### src/common/core_cfg.svh
// Core-wide sizes, reset vector and RV32I major opcodes
// Include wherever a width or an opcode value is needed

`ifndef CORE_CFG_SVH
`define CORE_CFG_SVH

// Datapath sizes
`define CORE_XLEN        32           // Data and address width
`define CORE_REG_ADDR_W  5            // GPR index width
`define CORE_NUM_REGS    32           // x0..x31, x0 hardwired

`define CORE_RESET_PC    32'h0000_0000 // First fetch address

// Major opcodes kept by this core
`define CORE_OPC_OP      7'b0110011   // Reg-reg ALU
`define CORE_OPC_OP_IMM  7'b0010011   // Reg-imm ALU
`define CORE_OPC_LUI     7'b0110111
`define CORE_OPC_AUIPC   7'b0010111

`endif

### src/common/core_pkg.sv
// Shared types of the five-stage integer core
// Stage registers, writeback bus and instruction views

`default_nettype none

`include "core_cfg.svh"

package core_pkg;

  // --------------------
  // Instruction word
  // --------------------
  typedef struct packed {
    logic [6:0]                  funct7;
    logic [`CORE_REG_ADDR_W-1:0] rs2;
    logic [`CORE_REG_ADDR_W-1:0] rs1;
    logic [2:0]                  funct3;
    logic [`CORE_REG_ADDR_W-1:0] rd;
    logic [6:0]                  opcode;
  } r_view_t;

  typedef struct packed {
    logic [11:0]                 imm12;  // Sign bit on top
    logic [`CORE_REG_ADDR_W-1:0] rs1;
    logic [2:0]                  funct3;
    logic [`CORE_REG_ADDR_W-1:0] rd;
    logic [6:0]                  opcode;
  } i_view_t;

  typedef union packed {
    r_view_t r;
    i_view_t i;
  } instr_u;

  // ALU micro-ops
  typedef enum logic [3:0] {
    ALU_ADD, ALU_SUB, ALU_SLL, ALU_SLT, ALU_SLTU,
    ALU_XOR, ALU_SRL, ALU_SRA, ALU_OR, ALU_AND,
    ALU_PASS_B                                   // LUI
  } alu_op_e;

  // Take-writeback bits per operand and stage
  typedef struct packed {
    logic id_a;
    logic is_a;
    logic ex_a;
    logic id_b;
    logic is_b;
    logic ex_b;
  } fwd_sel_t;

  // --------------------
  // Stage registers
  // --------------------
  typedef struct packed {
    logic [`CORE_XLEN-1:0] pc;
    instr_u                instr;
  } if_id_t;

  typedef struct packed {
    logic [`CORE_XLEN-1:0]       pc;
    logic [`CORE_XLEN-1:0]       rs1_data;
    logic [`CORE_XLEN-1:0]       rs2_data;
    logic [`CORE_XLEN-1:0]       imm;
    logic [`CORE_REG_ADDR_W-1:0] rd;
    logic                        writes_rd;  // Also low for rd == x0
    logic                        use_pc_a;   // AUIPC
    logic                        use_imm_b;
    alu_op_e                     alu_op;
    logic                        is_fwd_a;
    logic                        is_fwd_b;
    logic                        ex_fwd_a;
    logic                        ex_fwd_b;
  } id_is_t;

  typedef struct packed {
    logic [`CORE_XLEN-1:0]       pc;
    logic [`CORE_XLEN-1:0]       a;
    logic [`CORE_XLEN-1:0]       b;
    logic [`CORE_REG_ADDR_W-1:0] rd;
    logic                        writes_rd;
    alu_op_e                     alu_op;
    logic                        ex_fwd_a;
    logic                        ex_fwd_b;
  } is_ex_t;

  // Writeback and forward bus, also the core output
  typedef struct packed {
    logic                        valid;
    logic [`CORE_REG_ADDR_W-1:0] rd;
    logic [`CORE_XLEN-1:0]       data;
    logic [`CORE_XLEN-1:0]       pc;    // Retiring PC
  } wb_t;

endpackage

`default_nettype wire

### src/hw/fetch_unit.sv
// Instruction fetch stage
// PC steps by 4 every cycle, fetched word and PC land in IF/ID

`timescale 1ns/1ps
`default_nettype none

`include "core_cfg.svh"

module fetch_unit (
  input  logic                  clock_in,
  input  logic                  rst_n,
  input  core_pkg::instr_u      imem_data,  // Combinational read data
  output logic [`CORE_XLEN-1:0] imem_addr,
  output core_pkg::if_id_t      if_id
);

  localparam logic [`CORE_XLEN-1:0] PC_STEP = 4;

  logic [`CORE_XLEN-1:0] pc;

  assign imem_addr = pc;  // No redirect, PC goes straight out

  always_ff @(posedge clock_in or negedge rst_n) begin
    if (!rst_n) begin
      pc    <= `CORE_RESET_PC;
      if_id <= '0;                 // Opcode 0 is a bubble
    end else begin
      pc          <= pc + PC_STEP;
      if_id.pc    <= pc;
      if_id.instr <= imem_data;
    end
  end

  // PC never leaves word alignment once running
  a_pc_aligned: assert property (@(posedge clock_in) disable iff (!rst_n)
    pc[1:0] == 2'b00);

endmodule

`default_nettype wire

### src/hw/decode/gpr_file.sv
// Integer register file, x1..x31
// Two combinational read ports, write port fed by the writeback bus

`timescale 1ns/1ps
`default_nettype none

`include "core_cfg.svh"

module gpr_file (
  input  logic                         clock_in,
  input  logic                         rst_n,
  input  logic [`CORE_REG_ADDR_W-1:0]  rs1_addr,
  input  logic [`CORE_REG_ADDR_W-1:0]  rs2_addr,
  output logic [`CORE_XLEN-1:0]        rs1_data,
  output logic [`CORE_XLEN-1:0]        rs2_data,
  input  core_pkg::wb_t                wb
);

  logic [`CORE_XLEN-1:0] regs [1:`CORE_NUM_REGS-1];  // No storage for x0

  // Write at the end of the WB cycle
  always_ff @(posedge clock_in or negedge rst_n) begin
    if (!rst_n) begin
      for (int i = 1; i < `CORE_NUM_REGS; i++) begin
        regs[i] <= '0;
      end
    end else if (wb.valid && (wb.rd != '0)) begin
      regs[wb.rd] <= wb.data;
    end
  end

  // x0 reads zero
  assign rs1_data = (rs1_addr == '0) ? '0 : regs[rs1_addr];
  assign rs2_data = (rs2_addr == '0) ? '0 : regs[rs2_addr];

endmodule

`default_nettype wire

### src/hw/decode/decode_stage.sv
// Decode stage with GPR read and forward compare
// Selects for IS and EX forwarding are produced here and travel down

`timescale 1ns/1ps
`default_nettype none

`include "core_cfg.svh"

module decode_stage (
  input  logic             clock_in,
  input  logic             rst_n,
  input  core_pkg::if_id_t if_id,
  input  core_pkg::id_is_t id_is_fb,  // Distance 1 producer
  input  core_pkg::is_ex_t is_ex_fb,  // Distance 2 producer
  input  core_pkg::wb_t    wb,        // Distance 3 producer
  output core_pkg::id_is_t id_is
);
  import core_pkg::*;

  instr_u                ins;
  logic [`CORE_XLEN-1:0] gpr_rs1;
  logic [`CORE_XLEN-1:0] gpr_rs2;
  logic [`CORE_XLEN-1:0] rs1_val;
  logic [`CORE_XLEN-1:0] rs2_val;
  logic [`CORE_XLEN-1:0] imm;
  logic [`CORE_XLEN-1:0] u_imm;
  alu_op_e               alu_op;
  logic                  supported;
  logic                  uses_rs1;
  logic                  uses_rs2;
  logic                  use_pc_a;
  logic                  use_imm_b;
  logic                  writes_rd;
  fwd_sel_t              fwd;

  // funct3 map shared by OP and OP-IMM
  function automatic alu_op_e f3_op(input logic [2:0] f3, input logic sub, input logic sra);
    case (f3)
      3'b000:  return sub ? ALU_SUB : ALU_ADD;
      3'b001:  return ALU_SLL;
      3'b010:  return ALU_SLT;
      3'b011:  return ALU_SLTU;
      3'b100:  return ALU_XOR;
      3'b101:  return sra ? ALU_SRA : ALU_SRL;
      3'b110:  return ALU_OR;
      default: return ALU_AND;
    endcase
  endfunction

  assign ins   = if_id.instr;
  assign u_imm = {ins.r.funct7, ins.r.rs2, ins.r.rs1, ins.r.funct3, 12'b0};  // Upper 20 bits

  gpr_file gpr0 (
    .clock_in (clock_in),
    .rst_n    (rst_n),
    .rs1_addr (ins.r.rs1),
    .rs2_addr (ins.r.rs2),
    .rs1_data (gpr_rs1),
    .rs2_data (gpr_rs2),
    .wb       (wb)
  );

  // --------------------
  // Opcode decode
  // --------------------
  always_comb begin
    alu_op    = ALU_ADD;
    supported = 1'b0;
    uses_rs1  = 1'b0;
    uses_rs2  = 1'b0;
    use_pc_a  = 1'b0;
    use_imm_b = 1'b0;
    imm       = '0;
    case (ins.r.opcode)
      `CORE_OPC_OP: begin
        supported = 1'b1;
        uses_rs1  = 1'b1;
        uses_rs2  = 1'b1;
        alu_op    = f3_op(ins.r.funct3, ins.r.funct7[5], ins.r.funct7[5]);
      end
      `CORE_OPC_OP_IMM: begin
        supported = 1'b1;
        uses_rs1  = 1'b1;
        use_imm_b = 1'b1;
        imm       = {{(`CORE_XLEN-12){ins.i.imm12[11]}}, ins.i.imm12};
        alu_op    = f3_op(ins.i.funct3, 1'b0, ins.i.imm12[10]);  // No SUBI
      end
      `CORE_OPC_LUI: begin
        supported = 1'b1;
        use_imm_b = 1'b1;
        imm       = u_imm;
        alu_op    = ALU_PASS_B;
      end
      `CORE_OPC_AUIPC: begin
        supported = 1'b1;
        use_pc_a  = 1'b1;
        use_imm_b = 1'b1;
        imm       = u_imm;
      end
      default: ;  // Unsupported, flows through as a bubble
    endcase
  end

  assign writes_rd = supported && (ins.r.rd != '0);  // x0 writes dropped here

  // Nearest older producer wins since later stages substitute last
  always_comb begin
    fwd.ex_a = uses_rs1 && id_is_fb.writes_rd && (id_is_fb.rd == ins.r.rs1);
    fwd.is_a = uses_rs1 && is_ex_fb.writes_rd && (is_ex_fb.rd == ins.r.rs1);
    fwd.id_a = uses_rs1 && wb.valid && (wb.rd == ins.r.rs1);
    fwd.ex_b = uses_rs2 && id_is_fb.writes_rd && (id_is_fb.rd == ins.r.rs2);
    fwd.is_b = uses_rs2 && is_ex_fb.writes_rd && (is_ex_fb.rd == ins.r.rs2);
    fwd.id_b = uses_rs2 && wb.valid && (wb.rd == ins.r.rs2);
  end

  assign rs1_val = fwd.id_a ? wb.data : gpr_rs1;  // ID-level bypass
  assign rs2_val = fwd.id_b ? wb.data : gpr_rs2;

  // ID/IS register
  always_ff @(posedge clock_in or negedge rst_n) begin
    if (!rst_n) begin
      id_is <= '0;
    end else begin
      id_is.pc        <= if_id.pc;
      id_is.rs1_data  <= rs1_val;
      id_is.rs2_data  <= rs2_val;
      id_is.imm       <= imm;
      id_is.rd        <= ins.r.rd;
      id_is.writes_rd <= writes_rd;
      id_is.use_pc_a  <= use_pc_a;
      id_is.use_imm_b <= use_imm_b;
      id_is.alu_op    <= alu_op;
      id_is.is_fwd_a  <= fwd.is_a;
      id_is.is_fwd_b  <= fwd.is_b;
      id_is.ex_fwd_a  <= fwd.ex_a;
      id_is.ex_fwd_b  <= fwd.ex_b;
    end
  end

  // PC or immediate operands must never pick up a forward downstream
  a_no_fwd_pc_a: assert property (@(posedge clock_in) disable iff (!rst_n)
    id_is.use_pc_a |-> !(id_is.is_fwd_a || id_is.ex_fwd_a));
  a_no_fwd_imm_b: assert property (@(posedge clock_in) disable iff (!rst_n)
    id_is.use_imm_b |-> !(id_is.is_fwd_b || id_is.ex_fwd_b));

endmodule

`default_nettype wire

### src/hw/issue_stage.sv
// Issue stage
// IS-level forwarding, operand A/B selection and the IS/EX register

`timescale 1ns/1ps
`default_nettype none

`include "core_cfg.svh"

module issue_stage (
  input  logic             clock_in,
  input  logic             rst_n,
  input  core_pkg::id_is_t id_is,
  input  core_pkg::wb_t    wb,
  output core_pkg::is_ex_t is_ex
);

  logic [`CORE_XLEN-1:0] rs1_val;
  logic [`CORE_XLEN-1:0] rs2_val;
  logic [`CORE_XLEN-1:0] op_a;
  logic [`CORE_XLEN-1:0] op_b;

  // --------------------
  // Operand muxes
  // --------------------
  assign rs1_val = id_is.is_fwd_a ? wb.data : id_is.rs1_data;  // Distance 2 bypass
  assign rs2_val = id_is.is_fwd_b ? wb.data : id_is.rs2_data;

  assign op_a = id_is.use_pc_a  ? id_is.pc  : rs1_val;  // PC for AUIPC
  assign op_b = id_is.use_imm_b ? id_is.imm : rs2_val;

  // IS/EX register
  always_ff @(posedge clock_in or negedge rst_n) begin
    if (!rst_n) begin
      is_ex <= '0;
    end else begin
      is_ex.pc        <= id_is.pc;
      is_ex.a         <= op_a;
      is_ex.b         <= op_b;
      is_ex.rd        <= id_is.rd;
      is_ex.writes_rd <= id_is.writes_rd;
      is_ex.alu_op    <= id_is.alu_op;
      is_ex.ex_fwd_a  <= id_is.ex_fwd_a;  // Resolved one stage later
      is_ex.ex_fwd_b  <= id_is.ex_fwd_b;
    end
  end

endmodule

`default_nettype wire

### src/hw/exec_stage.sv
// Execute stage
// EX-level forwarding from its own output, integer ALU, EX/WB register

`timescale 1ns/1ps
`default_nettype none

`include "core_cfg.svh"

module exec_stage (
  input  logic             clock_in,
  input  logic             rst_n,
  input  core_pkg::is_ex_t is_ex,
  output core_pkg::wb_t    wb
);
  import core_pkg::*;

  logic [`CORE_XLEN-1:0] op_a;
  logic [`CORE_XLEN-1:0] op_b;
  logic [`CORE_XLEN-1:0] result;
  logic [4:0]            shamt;

  // Distance 1 bypass straight from the EX/WB register
  assign op_a  = is_ex.ex_fwd_a ? wb.data : is_ex.a;
  assign op_b  = is_ex.ex_fwd_b ? wb.data : is_ex.b;
  assign shamt = op_b[4:0];  // Low 5 bits only

  // --------------------
  // ALU
  // --------------------
  always_comb begin
    case (is_ex.alu_op)
      ALU_ADD:    result = op_a + op_b;
      ALU_SUB:    result = op_a - op_b;
      ALU_SLL:    result = op_a << shamt;
      ALU_SLT:    result = {{(`CORE_XLEN-1){1'b0}}, $signed(op_a) < $signed(op_b)};
      ALU_SLTU:   result = {{(`CORE_XLEN-1){1'b0}}, op_a < op_b};
      ALU_XOR:    result = op_a ^ op_b;
      ALU_SRL:    result = op_a >> shamt;
      ALU_SRA:    result = $unsigned($signed(op_a) >>> shamt);  // Sign fill
      ALU_OR:     result = op_a | op_b;
      ALU_AND:    result = op_a & op_b;
      ALU_PASS_B: result = op_b;                                // LUI
      default:    result = '0;
    endcase
  end

  // EX/WB register, drives GPR write and all bypasses
  always_ff @(posedge clock_in or negedge rst_n) begin
    if (!rst_n) begin
      wb <= '0;
    end else begin
      wb.valid <= is_ex.writes_rd;
      wb.rd    <= is_ex.rd;
      wb.data  <= result;
      wb.pc    <= is_ex.pc;
    end
  end

  // Decode must have filtered x0 destinations
  a_wb_rd_nonzero: assert property (@(posedge clock_in) disable iff (!rst_n)
    wb.valid |-> (wb.rd != '0));

endmodule

`default_nettype wire

### src/hw/core_top.sv
// Top of the five-stage RV32I integer core
// Instruction memory sits outside, writeback bus is the only output

`timescale 1ns/1ps
`default_nettype none

`include "core_cfg.svh"

module core_top (
  input  logic                  clock_in,
  input  logic                  rst_n,
  output logic [`CORE_XLEN-1:0] imem_addr,
  input  core_pkg::instr_u      imem_data,  // Same-cycle read
  output core_pkg::wb_t         wb
);
  import core_pkg::*;

  // Stage boundary registers
  if_id_t if_id;
  id_is_t id_is;
  is_ex_t is_ex;

  fetch_unit fetch0 (
    .clock_in  (clock_in),
    .rst_n     (rst_n),
    .imem_data (imem_data),
    .imem_addr (imem_addr),
    .if_id     (if_id)
  );

  // IS and EX registers loop back for the forward compare
  decode_stage decode0 (
    .clock_in (clock_in),
    .rst_n    (rst_n),
    .if_id    (if_id),
    .id_is_fb (id_is),
    .is_ex_fb (is_ex),
    .wb       (wb),
    .id_is    (id_is)
  );

  issue_stage issue0 (
    .clock_in (clock_in),
    .rst_n    (rst_n),
    .id_is    (id_is),
    .wb       (wb),
    .is_ex    (is_ex)
  );

  exec_stage exec0 (
    .clock_in (clock_in),
    .rst_n    (rst_n),
    .is_ex    (is_ex),
    .wb       (wb)
  );

endmodule

`default_nettype wire

### config.mk
export PLATFORM = sky130hd
export DESIGN_NAME = core_top
export DESIGN_NICKNAME = d
export VERILOG_FILES = /design/src/common/core_pkg.sv /design/src/hw/fetch_unit.sv /design/src/hw/decode/gpr_file.sv /design/src/hw/decode/decode_stage.sv /design/src/hw/issue_stage.sv /design/src/hw/exec_stage.sv /design/src/hw/core_top.sv
export VERILOG_INCLUDE_DIRS = /design/src /design/src/common
export SDC_FILE = /design/constraint.sdc
export NUM_CORES = 2
export LEC_CHECK = 0
export ABC_AREA = 1
export BUFFER_PORTS_ARGS = -buffer_cell sky130_fd_sc_hd__buf_2
export CORE_MARGIN = 2
export CORE_UTILIZATION = 30
export DETAILED_ROUTE_END_ITERATION = 12
export GPL_TIMING_DRIVEN = 1
export SLEW_MARGIN = 25
export SYNTH_ARGS = -nofsm -noshare
export SYNTH_HDL_FRONTEND = slang
export SYNTH_SLANG_ARGS = --single-unit
### constraint.sdc
create_clock -name clock_in -period 3.2 [get_ports clock_in]
set_input_delay 0.32 -clock clock_in [delete_from_list [all_inputs] [get_ports clock_in]]
set_output_delay 0.32 -clock clock_in [all_outputs]
set_load 0.01 [all_outputs]
==> flow_summary.ini <==
[sta]
fmax_ghz = 0.315
timing.final.hold_violations = 0
timing.final.max_slew_violations = 0
final.setup_skew_ns = 0.0395
slew-limit-headroom_pct = 30.0
timing.hold.ws_ns = 0.0307
fin_crit_ns = 3.17
rsz0062_at_grt = no
setup_violations = 0
worst_slew_pin_slew_ns = 1.05
timing.final.crit_share_pct = 99.1
fin_ws_ns = 0.0294
fin_tns_setup_ns = 0

[logic_synthesis]
synthFlopType = dfrtp_1
async_reset_ff_share_pct = 100
yosysMostFrequentCell = nand2_1
yosysTopAreaCellShare_pct = 45.4
yosysWarnings = 0
synth.distinct_cells = 50
synth_seq_cells = 1400
synth_edf_count = 0
ys_top_cells_by_count = nand2_1 (2240), o21ai_0 (1987), dfrtp_1 (1400), a21oi_1 (1097), nand3_1 (999)
synthTopCellsByArea = dfrtp_1 (45%), o21ai_0 (13%), nand2_1 (11%)
syn_avg_cell_area_um2 = 7.34
synth.largest_area_cell = dfrtp_1
yosysSeqAreaShare_pct = 45.4
synth.cell_area_um2 = 77100
syn_inst = 10506

[route]
met2WireLength_mm = 150
top_layer = met5
via_per_inst = 5.53
drtIter0Drc = 9740
drc = 0
route.met3.wl_mm = 34.8
drt-pass1-iter-count = 7
num_vias = 77463
ant_nets = 0
wl_per_cell_um = 25.0
wl_mm = 350
wl_met1_mm = 139

[global_routing]
antenna_found_initial = 15
grt_overflow = 0
grt_pass1_wl_mm = 510
track_usage_pct = 26.0
grt_max_degree = 138
grt_pass1_vias = 72271

[floorplan]
start_util_pct = 30.1
die_area_um2 = 261000
pin_count = 136
row_count = 186
die_x_um = 511
core_area_um2 = 256000
die_height_um = 511

[place]
dp_cells = 13701
hpwl_mm = 232
io_buffers = 131
place_area_um2 = 84200
pre_cts_ws_ns = 0.0154
gp_congestion = 1.02

[pwr]
swShare_pct = 35.3
p_clk_share_pct = 37.7
power.internal_mw = 32.8
leakage_nw = 40.0
power_density_nw_per_um2 = 563
power.total_mw = 50.7
p_sw_mw = 17.9
vdd_drop_max_v = 0.000363
p_comb_share_pct = 23.9
power.share.sequential_pct = 38.4

[critical_path]
worstSetupEndpointType = flop
arrival_ns = 3.83
reg2reg_from = issue0.is_ex[0]$_DFF_PN0_
crit_type = flop to flop
crit_start = issue0.is_ex[0]$_DFF_PN0_
cp_cell_sequence = buf_4 > buf_12 > o21ai_1 > ha_1 > a21oi_1 > nor2_1 > nor2_1 > o21ai_0 > a21o_1 > or2_2 > nand3_1 > nand3_1
max_stage_delay_ns = 0.42
critPathLaunchType = flop
reg2reg_depth = 12
cpMaxStageDelayCell = dfrtp_2
crit_required_ns = 3.86
path_max_fanout = 34

[cells_and_area]
finish.net_count = 10644
final_util_pct = 35.1
final-seq-area_um2 = 35100
multi_input_area_um2 = 36100
fill_cells = 27011
area_growth_pct = 16.7
drive_gt1_share_pct = 9.76
fin_area_um2 = 90000
fin_cells = 14014

[clocking]
htree_num_levels = 4
clockRootBuffer = clkbuf_16
cts_tree = yes
cts.path.max_buffers = 3
clock_sinks = 1400
clock_latency_ns = 0.87
numCtsBuffers = 156
clk_pin_slew_worst_paths_ns = 0.07

[run]
drv_cap = 0

[outcome]
status = complete, no violations

[min_path]
hold_path_class = input port to async pin
==> placed cells by master (no fill, tap or decap), types with 13 or more instances in the layout <==
cell type	instances
clkbuf_8	30
buf_12	98
buf_2	130
buf_4	448
a211oi_1	18
clkbuf_1	29
nand2_4	20
nor3_1	73
dfrtp_1	1385
o22ai_1	67
dlygate4sd3_1	33
xnor2_1	19
bufinv_16	14
o21ai_0	1974
o211ai_1	124
clkbuf_16	158
o21ai_1	89
ha_1	92
a221oi_1	13
inv_1	733
nand2_1	2211
clkinv_2	21
nor2_1	495
xor2_1	29
nand4_1	52
a21oi_1	1090
nand3_1	999
==> worst max-delay path, delay by kind of cell, from the launching register on <==
| family | cells | cell delay [ns] |
|---|---|---|
| flip-flops | 1 | 0.42 |
| buffers and inverters | 2 | 0.31 |
| adder cells (fa/ha/maj) | 1 | 0.41 |
| AO/OA/AOI/OAI | 4 | 0.94 |
| AND/OR/NAND/NOR | 5 | 0.84 |
==> path summary, 6_finish.rpt <==
kind	endpoint	slack [ns]
max	exec0.wb[48]$_DFF_PN0_	0.03
min	decode0.gpr0.regs[624]$_DFFE_PN0P_	0.03
max reg2reg	exec0.wb[48]$_DFF_PN0_	0.03
min reg2reg	issue0.is_ex[5]$_DFF_PN0_	0.34
max in group asynchronous	decode0.gpr0.regs[412]$_DFFE_PN0P_	1.94
min in group clock_in	fetch0.if_id[13]$_DFF_PN0_	0.11
==> layer usage <==
layer / up-vias / global-route usage, %
met3: 952 / 5.18
met5: - / 0
met4: 10 / 17.1
met1: 36792 / 34.2
li1: 35272 / -
met2: 4437 / 38.9
==> flip-flops by register name (all words and copies together), names as in the netlist <==
name	count
exec0.wb	68
decode0.id_is	142
fetch0.if_id	62
issue0.is_ex	106
decode0.gpr0.regs	992
fetch0.imem_addr	30
==> final cells by class <==
| type | instances | share of cell area (%) |
|---|---|---|
| tap | 3384 | 4.70 |
| multi-input combinational | 7490 | 40.1 |
| timing repair buffer | 711 | 7.05 |
| antenna | 2 | 0.00556 |
| clock inverter | 60 | 1.01 |
| clock buffer | 216 | 4.94 |
| sequential | 1400 | 39.0 |
| inverter | 751 | 3.19 |
==> power by group through the flow <==
stage | clock (mW) | sequential (mW) | combinational [mW]
floorplan | 0 | 19.4 | 5.92
global placement | 0 | 19.7 | 11.7
detailed placement | 0 | 19.7 | 11.7
CTS | 19.4 | 19.4 | 11.8
global route | 20.0 | 19.5 | 12.9
finish | 19.1 | 19.4 | 12.1
==> cell families (layout without fill, tap and decap cells) <==
logic type	Yosys count	after routing	share of synthesized area, %
AO/OA/AOI/OAI	3436	3436	23.1
XOR/XNOR	48	48	0.545
adder cells (fa/ha/maj)	100	100	1.64
buffers and inverters	1619	1738	8.17
flip-flops	1400	1400	45.4
other	1	6	0.00486
AND/OR/NAND/NOR	3902	3902	21.1
==> repair_timing <==
item / CTS / global route
hold buffers: 33 / 0
gates cloned: 0 / 1
endpoints found under the hold margin: 1068 / 0
pin swaps: 0 / 2
endpoints found under the setup margin: 3 / 23
gates resized for setup: 2 / 41
buffers inserted: 0 / 1
(Power assumes the default switching activity.)
